### config.mk
export PLATFORM = sky130hd
export DESIGN_NAME = gfx_cmd_fsm
export DESIGN_NICKNAME = d
export VERILOG_FILES = /design/src/design/gfx_mode_pkg.sv /design/src/design/gfx_cmd_pkg.sv /design/src/design/gfx_cmd_fsm.sv
export SDC_FILE = /design/constraint.sdc
export NUM_CORES = 1
export LEC_CHECK = 0
export BUFFER_PORTS_ARGS = -buffer_cell sky130_fd_sc_hd__buf_2
export CAP_MARGIN = 20
export CORE_ASPECT_RATIO = 2
export CORE_UTILIZATION = 42
export DETAILED_ROUTE_END_ITERATION = 12
export PLACE_DENSITY = 0.88
export SLEW_MARGIN = 10
export SYNTH_ARGS = -nofsm -noshare
export SYNTH_HDL_FRONTEND = slang
export SYNTH_SLANG_ARGS = --single-unit
### constraint.sdc
create_clock -name video_clk -period 5.47 [get_ports video_clk]
set_clock_uncertainty 0.1 [all_clocks]
set_input_delay 0.8205 -clock video_clk [delete_from_list [all_inputs] [get_ports video_clk]]
set_output_delay 0.8205 -clock video_clk [all_outputs]
set_load 0.005 [all_outputs]
### src/design/gfx_mode_pkg.sv
package gfx_mode_pkg;

    // Pixel coordinate and video memory byte address
    typedef logic [15:0] coord_t;
    typedef logic [16:0] vaddr_t;

    // Codes taken from mode_control[2:0]
    typedef enum logic [2:0] {
        mode_640x480x2  = 3'd1,     // 1 bpp, two pages
        mode_640x480x4  = 3'd2,     // 2 bpp, one page
        mode_320x240x16 = 3'd3,     // 4 bpp, two pages
        mode_320x240x64 = 3'd4      // 8 bpp, one page
    } gfx_mode_e;

    // Geometry of the selected mode
    typedef struct packed {
        coord_t      width;
        coord_t      height;
        logic [3:0]  bits_per_pixel;
        logic        has_pages;
        vaddr_t      page_size;     // Bytes in one page
    } mode_geom_t;

endpackage

### src/design/gfx_cmd_pkg.sv
package gfx_cmd_pkg;

    // Instruction opcodes
    typedef enum logic [7:0] {
        op_write_pixel     = 8'h10,
        op_pixel_pos       = 8'h11,
        op_write_pixel_pos = 8'h12,
        op_clear_screen    = 8'h13,
        op_get_pixel_at    = 8'h14
    } gfx_opcode_e;

    // Controller states
    typedef enum logic [3:0] {
        st_idle,
        st_write_pixel,
        st_pixel_pos,
        st_write_pixel_pos,
        st_clear,
        st_get_addr,
        st_get_wait,
        st_get_read,
        st_rmw_read,
        st_rmw_wait,
        st_rmw_write
    } gfx_state_e;

endpackage

### src/design/gfx_cmd_fsm.sv
`timescale 1ns/100ps

module gfx_cmd_fsm (
    input  logic                    video_clk,
    input  logic                    reset_n,
    input  logic [7:0]              instruction,
    input  logic [7:0]              arg0,
    input  logic [7:0]              arg1,
    input  logic [7:0]              arg2,
    input  logic [7:0]              arg3,
    input  logic [7:0]              arg4,
    input  logic                    instruction_start,
    input  logic                    in_bounds,
    input  logic                    clear_last,
    input  gfx_mode_pkg::mode_geom_t geom,
    output logic                    instruction_busy,
    output logic                    instruction_finished,
    output logic                    instruction_error,
    output gfx_mode_pkg::coord_t    arg_x,
    output gfx_mode_pkg::coord_t    arg_y,
    output logic [7:0]              arg_value,
    output logic [7:0]              clear_fill,
    output logic                    cursor_load,
    output logic                    cursor_advance,
    output logic                    cursor_home,
    output logic                    clear_start,
    output logic                    clear_step,
    output logic                    addr_sel,
    output logic                    rmw_capture,
    output logic                    extract_capture,
    output logic                    ram_we,
    output logic                    ram_addr_sel,
    output logic [1:0]              data_sel
);
    import gfx_cmd_pkg::*;

    gfx_state_e state;
    logic [1:0] start_sync;
    logic       start_prev;
    logic       start_edge, accept, direct, pos_cmd;

    assign start_edge = start_sync[1] & ~start_prev;
    assign accept     = start_edge && (state == st_idle) && !instruction_busy;
    assign direct     = (geom.bits_per_pixel == 4'd8);  // No read-modify-write needed
    assign addr_sel   = pos_cmd;

    // ========================================================================
    // Start synchronizer, state register and status outputs
    // ========================================================================
    always_ff @(posedge video_clk or negedge reset_n) begin
        if (!reset_n) begin
            start_sync           <= 2'b00;
            start_prev           <= 1'b0;
            state                <= st_idle;
            pos_cmd              <= 1'b0;
            instruction_busy     <= 1'b0;
            instruction_finished <= 1'b0;
            instruction_error    <= 1'b0;
        end else begin
            start_sync           <= {start_sync[0], instruction_start};
            start_prev           <= start_sync[1];
            instruction_finished <= 1'b0;
            instruction_error    <= 1'b0;

            case (state)
                st_idle: begin
                    instruction_busy <= 1'b0;
                    if (accept) begin
                        instruction_busy <= 1'b1;
                        pos_cmd <= (instruction == op_write_pixel_pos) ||
                                   (instruction == op_get_pixel_at);
                        case (instruction)
                            op_write_pixel:     state <= st_write_pixel;
                            op_pixel_pos:       state <= st_pixel_pos;
                            op_write_pixel_pos: state <= st_write_pixel_pos;
                            op_clear_screen:    state <= st_clear;
                            op_get_pixel_at:    state <= st_get_addr;
                            default: begin                  // Unknown opcode
                                instruction_busy  <= 1'b0;
                                instruction_error <= 1'b1;
                            end
                        endcase
                    end
                end
                st_pixel_pos: begin
                    instruction_finished <= 1'b1;
                    state                <= st_idle;
                end
                st_write_pixel, st_write_pixel_pos: begin
                    if (!in_bounds) begin
                        instruction_error <= 1'b1;
                        state             <= st_idle;
                    end else if (direct) begin
                        instruction_finished <= 1'b1;
                        state                <= st_idle;
                    end else begin
                        state <= st_rmw_read;
                    end
                end
                st_rmw_read:  state <= st_rmw_wait;     // RAM read in flight
                st_rmw_wait:  state <= st_rmw_write;
                st_rmw_write: begin
                    instruction_finished <= 1'b1;
                    state                <= st_idle;
                end
                st_clear: begin
                    if (clear_last) begin
                        instruction_finished <= 1'b1;
                        state                <= st_idle;
                    end
                end
                st_get_addr: begin
                    if (!in_bounds) begin
                        instruction_error <= 1'b1;
                        state             <= st_idle;
                    end else begin
                        state <= st_get_wait;
                    end
                end
                st_get_wait: state <= st_get_read;
                st_get_read: begin
                    instruction_finished <= 1'b1;
                    state                <= st_idle;
                end
                default: state <= st_idle;
            endcase
        end
    end

    // Argument latch, loaded on an accepted start
    always_ff @(posedge video_clk) begin
        if (accept) begin
            arg_x      <= {arg0, arg1};     // High byte first
            arg_y      <= {arg2, arg3};
            arg_value  <= (instruction == op_write_pixel_pos) ? arg4 : arg0;
            clear_fill <= arg0;
        end
    end

    // ========================================================================
    // Control strobes
    // ========================================================================
    always_comb begin
        cursor_load     = 1'b0;
        cursor_advance  = 1'b0;
        cursor_home     = 1'b0;
        clear_start     = 1'b0;
        clear_step      = 1'b0;
        rmw_capture     = 1'b0;
        extract_capture = 1'b0;
        ram_we          = 1'b0;
        ram_addr_sel    = 1'b0;
        data_sel        = 2'd0;
        case (state)
            st_idle:      clear_start = accept && (instruction == op_clear_screen);
            st_pixel_pos: cursor_load = 1'b1;
            st_write_pixel, st_write_pixel_pos: begin
                if (in_bounds && direct) begin
                    ram_we         = 1'b1;
                    cursor_load    = pos_cmd;   // Advance applies to the new position
                    cursor_advance = 1'b1;
                end
            end
            st_rmw_wait:  rmw_capture = 1'b1;   // Read data valid here
            st_rmw_write: begin
                ram_we         = 1'b1;
                data_sel       = 2'd1;
                cursor_load    = pos_cmd;
                cursor_advance = 1'b1;
            end
            st_clear: begin
                ram_we       = 1'b1;
                ram_addr_sel = 1'b1;
                data_sel     = 2'd2;
                clear_step   = 1'b1;
                cursor_home  = clear_last;
            end
            st_get_read:  extract_capture = 1'b1;
            default: ;
        endcase
    end

endmodule

* Word-level counts from Yosys, hierarchy flattened
Index checks and enable logic that the tools add are counted.
** Word-level totals
- Register bits :: 59
- Output and inout port bits :: 63
** Cells by class
- Equal/unequal tests :: 19
- Muxes and demuxes :: 29
- Bitwise operators :: 2
- Reduce and logical (&&, ||, !) cells :: 14
** Operator list (number)
- $eq 8x5->1 const B :: 5
- $pmux 4 s7 :: 1
- $pmux 4 s5 :: 1
- $eq 4x3->1 const B :: 4
- $eq 4x4->1 const B :: 4
- $mux 4 :: 4
- $mux 1 :: 15
- $eq 4x2->1 const B :: 2
- $mux 8 :: 1
- $ne 6x1->1 const B :: 1
- $pmux 1 s2 :: 3
- $pmux 1 s3 :: 2
- $reduce_or 3->1 :: 2
- $reduce_or 5->1 :: 1
- $eq 4x1->1 const B :: 1
- $logic_and 1x1->1 :: 4
- $logic_not 4->1 :: 1
- $ne 2x2->1 const B :: 2
- $pmux 2 s2 :: 1
- $reduce_or 2->1 :: 2
- $mux 3 :: 1
- $reduce_and 3->1 :: 1
- $reduce_and 2->1 :: 1
- $and 1x1->1 :: 1
- other kinds (3) :: 3

* Longest topological paths before layout
Gate-level depths: netlist of run 1.
- Depth after elaboration :: 6
- Depth in mapped cells :: 6
- Depth with buffers taken out :: 4

* Least setup slack after synthesis of run 1
OpenSTA, ideal clock, no wires.
- Kind :: input to output
- Start :: input port geom[19] (netlist name)
- End :: output port cursor_load
- Arrival time :: 1605 ps
- Data required time :: 4549 ps
- Slack :: 2945 ps
- Stages on the path :: 4
- Buffers on the path :: 0
- Path through :: nor4b_1 -> and4_1 -> a31oi_1 -> nor2_1
** On the way
- Cells in the longest elaborated chain, start to end :: 4
** RTL lines
- start: declaration :: line gfx_cmd_fsm.sv:15 : input gfx_mode_pkg::mode_geom_t geom,
- $eq 4x4->1 :: line gfx_cmd_fsm.sv:44 : assign direct = (geom.bits_per_pixel == 4'd8);
- $logic_and 1x1->1 :: line gfx_cmd_fsm.sv:158 : if (in_bounds && direct) begin
- $mux 1 :: line gfx_cmd_fsm.sv:158
- $pmux 1 s3 :: line gfx_cmd_fsm.sv:154 : case (state)
- end: declaration :: line gfx_cmd_fsm.sv:23 : output logic cursor_load,
No other way between the ends.

* Final worst setup path of run 1
- Start :: register state[1]
- End :: output port clear_start
** On the way
- Cells in the longest elaborated chain, start to end :: 5
** RTL lines
- start: declaration :: line gfx_cmd_fsm.sv:37 : gfx_state_e state;
- start signal: assignment :: line gfx_cmd_fsm.sv:54 : state <= st_idle;
- start signal: assignment :: line gfx_cmd_fsm.sv:73 : op_write_pixel: state <= st_write_pixel;
- start signal: assignment :: line gfx_cmd_fsm.sv:74 : op_pixel_pos: state <= st_pixel_pos;
- $logic_not 4->1 (*) :: line gfx_cmd_fsm.sv:43, gfx_cmd_fsm.sv:154
- $logic_and 1x1->1 (2 in series) :: line gfx_cmd_fsm.sv:43 : assign accept = start_edge && (state == st_idle) && !instruction_busy;
- $logic_and 1x1->1 :: line gfx_cmd_fsm.sv:155 : st_idle: clear_start = accept && (instruction == op_clear_screen);
- $mux 1 (*) :: line gfx_cmd_fsm.sv:154
- end: declaration :: line gfx_cmd_fsm.sv:26 : output logic clear_start,
Every way passes the cells marked *; elsewhere a longest branch is shown, timed or not.

==> results.md, run 1 <==
- Run status: finished, final reports clean
- Synth cell count leaders: 40 x edfxtp_1, 11 x buf_4, 11 x dfrtp_1, 8 x mux2_4, 8 x nand2_1
- Flops & latches, synth: 51
- I/O pins: 170
- Wire per inst: 14.66 um
- Die width: 52.97 um
- CTS tree: done
- Reg2Reg Capture Point: addr_sel$_DFFE_PN0P_
- Dpl cell area: 0.002728 mm2
- Share of cells above drive strength 1: 56.75%
- Post-DR vias/cell: 5.006
- Vias: 1547
- Clock root buffer: clkbuf_8
- Post-route cell area: 0.002835 mm2
- Core Area: 0.004910 mm2
- Area delta synth->final: 29.93%
- Max-slew headroom: 35.02%
- Critical path peak fanout: 44
- GP Congestion: 0.8161
- CP arrival: 2.46 ns
- Reg2Reg Setup Slack: 3.17 ns
- Synth warn: 0
- Yosys top cell by area: edfxtp_1
- Syn Nets: 249
- Routed Antenna Nets: 0
- Post-Layout Cell Count: 309
- Fin crit period: 3.381 ns
- Worst R2R Path Depth: 4
- HPWL after detailed placement: 3507 um
- Final Hold Viols: 0
- DRC: 0
- Critical path class: reg -> out
- DRT iter0 DRCs: 25
- Period utilisation layout: 61.81%
- Worst Path Required: 4.55 ns
- Global-route wire length before repair: 6837 um
- Num CTS Buffers: 5
- VDD IR max: 0.3304 mV
- Final wirelength: 4531 um
- Postcts setup bufs: 0
- EDFF count, synth: 40
- IO Port Bufs: 119
- Top_reg_cell synth: edfxtp_1
- RSZ-0062 raised after global routing: false
- Hold depth: 0
- WHS Endpoint: start_sync[1]$_DFF_PN0_
- MaxCap Viol Count: 0
- Post-synth top area share: 55.05%
- 1st-pass router iterations: 4
- Vias in the first global route: 1506
- Overall routing resource usage: 17.61%
- H-tree depth: 2
- Number of hold buffers added after cts: 0
- Fin Setup TNS: 0 ns
- Most frequent cell after synthesis: edfxtp_1
- Inst Count DP: 301
- Clk buf depth: 2
- GRT Residual Overflow: 0
- Pwr dens: 350.5 mW/mm2
- Unique masters post-synth: 39
- Hold WC Path Type: reg -> reg
- Syn Inst Count: 142
- Total clock sinks: 51
- Post-Syn Area: 0.002182 mm2
- Min-delay src: start_sync[0]$_DFF_PN0_
- Largest net degree at the start of global routing: 45
- Initial antenna violation count: 0
- Static Leak: 1.258 nW
- Antenna cell count: 0
- Num rows: 36
- Die area: 0.005505 mm2
- CP Launch Type: register
- Nets: 358
- Initial Util: 44.44%
- Die Y: 103.9 um
- Max-slew violation count: 0
- Synth top area cells: edfxtp_1 55%, dfrtp_1 13%, mux2_4 5.5%
- Sequential share of the synthesized area: 67.66%
- Syn Area/Cell: 15.37 um2
- Maximum clock rate: 295.7 MHz
- Async SR Flop Fraction: 21.57%
- Slew at the pin closest to its max-slew limit: 0.9748 ns
- Worst r2r src: state[1]$_DFFE_PN0P_
- Post-CTS sizing: 0
- Clk slew on worst S/H paths: 0.09 ns
- CP Capture Type: primary output
- Worst skew pair latency: 0.30 ns
- # setup viols final: 0
[final cells by class]
| cell class | count | area, um2 |
|---|---|---|
| clock inverters | 3 | 38.79 |
| fillers | 436 | 2074 |
| well taps | 57 | 71.32 |
| flip-flops and latches | 51 | 1476 |
| inverters | 5 | 18.77 |
| multi-input cells | 69 | 565.5 |
| repair buffers | 119 | 595.6 |
| clock buffers | 5 | 68.82 |
[cells by family after synthesis]
kind of cell | Yosys count | synth area share, %
xor gates and xnor gates | 2 | 0.8029
and+or+nand+nor | 39 | 12.61
buffers and inverters | 22 | 6.480
DFF | 51 | 67.66
muxes | 8 | 5.505
AOI/OAI and AO/OA | 20 | 6.938
[flip-flops by register name, summed over array words and instances (netlist names)]
name,flops
addr_sel,1
arg_value,8
arg_x,16
arg_y,16
instruction_busy,1
instruction_error,1
instruction_finished,1
start_prev,1
start_sync,2
state,4
[metrics by stage]
step	utilization, %	power [mW]	setup WS, ns	hold slack [ns]
2_1_floorplan	-	0.6688	2.945	0.2312
3_3_place_gp	55.56	0.7397	2.476	0.2353
3_5_place_dp	55.56	0.7485	2.398	0.2373
4_1_cts	57.75	0.9995	2.048	0.2564
5_1_grt	57.75	1.041	1.900	0.2562
6_report	57.75	0.9936	2.089	0.2539
[power breakdown]
| group | internal, mW | switching, mW | total (mW) |
|---|---|---|---|
| registers | 0.479 | 0.0458 | 0.525 |
| logic | 0.100 | 0.114 | 0.214 |
| clock network | 0.134 | 0.120 | 0.254 |
| total | 0.713 | 0.280 | 0.994 |
[metal layers]
metal / GRT usage (%) / part of all wire, % / vias up
met1: 17.47 / 34 / 720
li1: - / - / 738
met5: 0 / 0 / -
met4: 10.15 / 3.1 / 0
met3: 4.240 / 7.1 / 11
met2: 31.01 / 55 / 78
[layout by cell type (no fill, tap or decap), types with 2 or more instances in the layout]
cell type    n
edfxtp_1    40
mux2_4       8
nor2_1       4
o21ai_0      5
nor3_1       4
inv_1        5
nand2_1      8
nand3_1      2
nand2b_1     3
a21oi_1      3
dfrtp_1     11
a31oi_1      3
and4_1       3
a311oi_1     2
buf_2      119
o32ai_2      2
clkbuf_8     5
nor3b_1      2
[worst max-delay path by stage]
| stage | to | start | cells after the start | slack (ns) |
|---|---|---|---|---|
| 4_1_cts | clear_start | state[1]$_DFFE_PN0P_ | 4 | 2.05 |
| 6_report | clear_start | state[1]$_DFFE_PN0P_ | 4 | 2.09 |
| 3_5_place_dp | clear_start | state[1]$_DFFE_PN0P_ | 4 | 2.40 |
| 5_1_grt | clear_start | state[1]$_DFFE_PN0P_ | 4 | 1.90 |
| 3_3_place_gp | clear_start | state[1]$_DFFE_PN0P_ | 4 | 2.48 |
| 2_1_floorplan | cursor_load | geom[19] | 4 | 2.94 |
[critical path, stage by stage (launching register included)]
cell	delay, ns
dfrtp_1	0.52
nor4_4	0.37
and2_2	0.86
and4_1	0.30
buf_2	0.11
(Power assumes the default switching activity.)
==> run 2: changes to the inputs <==
CORE_UTILIZATION = 39   (was 42)
PLACE_DENSITY = 0.83   (was 0.88)
clock period = 3.34 ns   (was 5.47 ns; I/O delays follow)
==> results.md, run 2 (synthesized netlist as in run 1, its figures left out) <==
- Run status: finished, final reports clean
- 1st-pass router iterations: 4
- Worst slack at placement: 0.9515 ns
- Period utilisation layout: 73.07%
- Clk buf depth: 2
- Worst R2R Path Depth: 3
- CTS tree: done
- Slew at the pin closest to its max-slew limit: 0.5629 ns
- Num CTS Buffers: 5
- Static Leak: 1.257 nW
- Final wirelength: 4593 um
- Clock root buffer: clkbuf_8
- Overall routing resource usage: 16.01%
- Core Area: 0.005420 mm2
- Dpl cell area: 0.002739 mm2
- IO Port Bufs: 119
- Antenna cell count: 0
- Worst setup margin: 0.8995 ns
- Reg2Reg Capture Point: arg_y[8]$_DFFE_PP_
- WHS Endpoint: start_sync[0]$_DFF_PN0_
- Post-CTS sizing: 0
- Postcts setup bufs: 0
- Post-route cell area: 0.002843 mm2
- RSZ-0062 raised after global routing: false
- CP Launch Type: register
- Final Hold Viols: 0
- Routed Antenna Nets: 0
- DRT iter0 DRCs: 26
- Reg2Reg Setup Slack: 1.23 ns
- Commonest non-fill, non-tap cell in the layout: buf_2
- MaxCap Viol Count: 0
- GP Congestion: 0.7567
- VDD IR max: 0.5289 mV
- GRT Residual Overflow: 0
- # setup viols final: 0
- CP Launch Point: state[1]$_DFFE_PN0P_
- Total clock sinks: 51
- Worst Path Required: 2.74 ns
- Pwr dens: 553.2 mW/mm2
- Num rows: 38
- Die width: 54.89 um
- Hold depth: 1
- Largest net degree at the start of global routing: 36
- I/O pins: 170
- Share of cells above drive strength 1: 57.09%
- Area delta synth->final: 30.28%
- Vias: 1543
- Maximum clock rate: 409.8 MHz
- Die Y: 107.8 um
- Initial Util: 40.26%
- Initial antenna violation count: 0
- CP Capture Type: primary output
- Critical path peak fanout: 10
- Global-route wire length before repair: 6706 um
- Critical path class: reg -> out
- H-tree depth: 2
- Final Util: 52.45%
- Max-slew headroom: 62.48%
- Fin Setup TNS: 0 ns
- HPWL after detailed placement: 3650 um
- CP arrival: 1.84 ns
- Hold WC Path Type: in -> reg
- Fin crit period: 2.441 ns
- Nets: 360
- Min-delay src: instruction_start
- DRC: 0
- Number of hold buffers added after cts: 1
- Worst r2r src: state[1]$_DFFE_PN0P_
- Most frequent cells in the layout: 119 x buf_2, 40 x edfxtp_1, 11 x dfrtp_1
- Die area: 0.005916 mm2
- Wire per inst: 14.63 um
- Largest registers: arg_x (16), arg_y (16), arg_value (8)
- Worst skew pair latency: 0.30 ns
- Vias in the first global route: 1430
- Post-DR vias/cell: 4.914
- Clk slew on worst S/H paths: 0.09 ns
- Max-slew violation count: 0
## run 2: changes by cell type in the layout (fill, tap and decap cells not counted), sizes merged
cell         before  now
clkinv            2    0
inv               5    7
buf             119  120
bufinv            1    0
clkinvlp          0    1
dlygate4sd3       0    1
## run 2: how the worst max path moves through the flow
stage,endpoint,slack [ns],cells after the start
6_report,clear_start,0.90,4
5_1_grt,clear_start,0.79,4
4_1_cts,clear_start,0.87,4
3_5_place_dp,arg_value[6]$_DFFE_PP_,0.95,5
3_3_place_gp,arg_value[2]$_DFFE_PP_,0.97,5
2_1_floorplan,clear_start,1.19,5
## run 2: through the flow
stage,power [mW],std cells,hold WS [ns]
6_report,1.573,314,0.2013
5_1_grt,1.661,314,0.1926
4_1_cts,1.588,314,0.1969
3_5_place_dp,1.225,305,0.2356
3_3_place_gp,1.211,305,0.2330
2_1_floorplan,1.095,142,0.1054
## run 2: layer usage
metal  vias to the layer above  global-route usage (%)  wire, um
li1                        742                       -         -
met1                       741                   16.06      1548
met2                        55                   29.95      2725
met3                         5                   3.107       244
met4                         0                   5.893        74
met5                         -                       0         0
## run 2: worst max-delay path: stages (launching register included)
cell and delay, ns:
dfrtp_1 0.51, nor4_4 0.36, and2_2 0.34, and4_1 0.22
buf_2 0.11
## run 2: cell type report
cell class,count,area (um2)
Multi-Input combinational cell,69,565.5
Inverter,5,18.77
Sequential cell,51,1476
Timing Repair Buffer,121,613.1
Tap cell,60,75.07
Clock inverter,3,25.02
Fill cell,495,2577
Clock buffer,5,68.82
## run 2: where the power goes
part	leakage, nW	switching, mW	internal (mW)
Sequential	0.505	0.0747	0.784
Combinational	0.706	0.182	0.167
Clock	0.0452	0.212	0.153
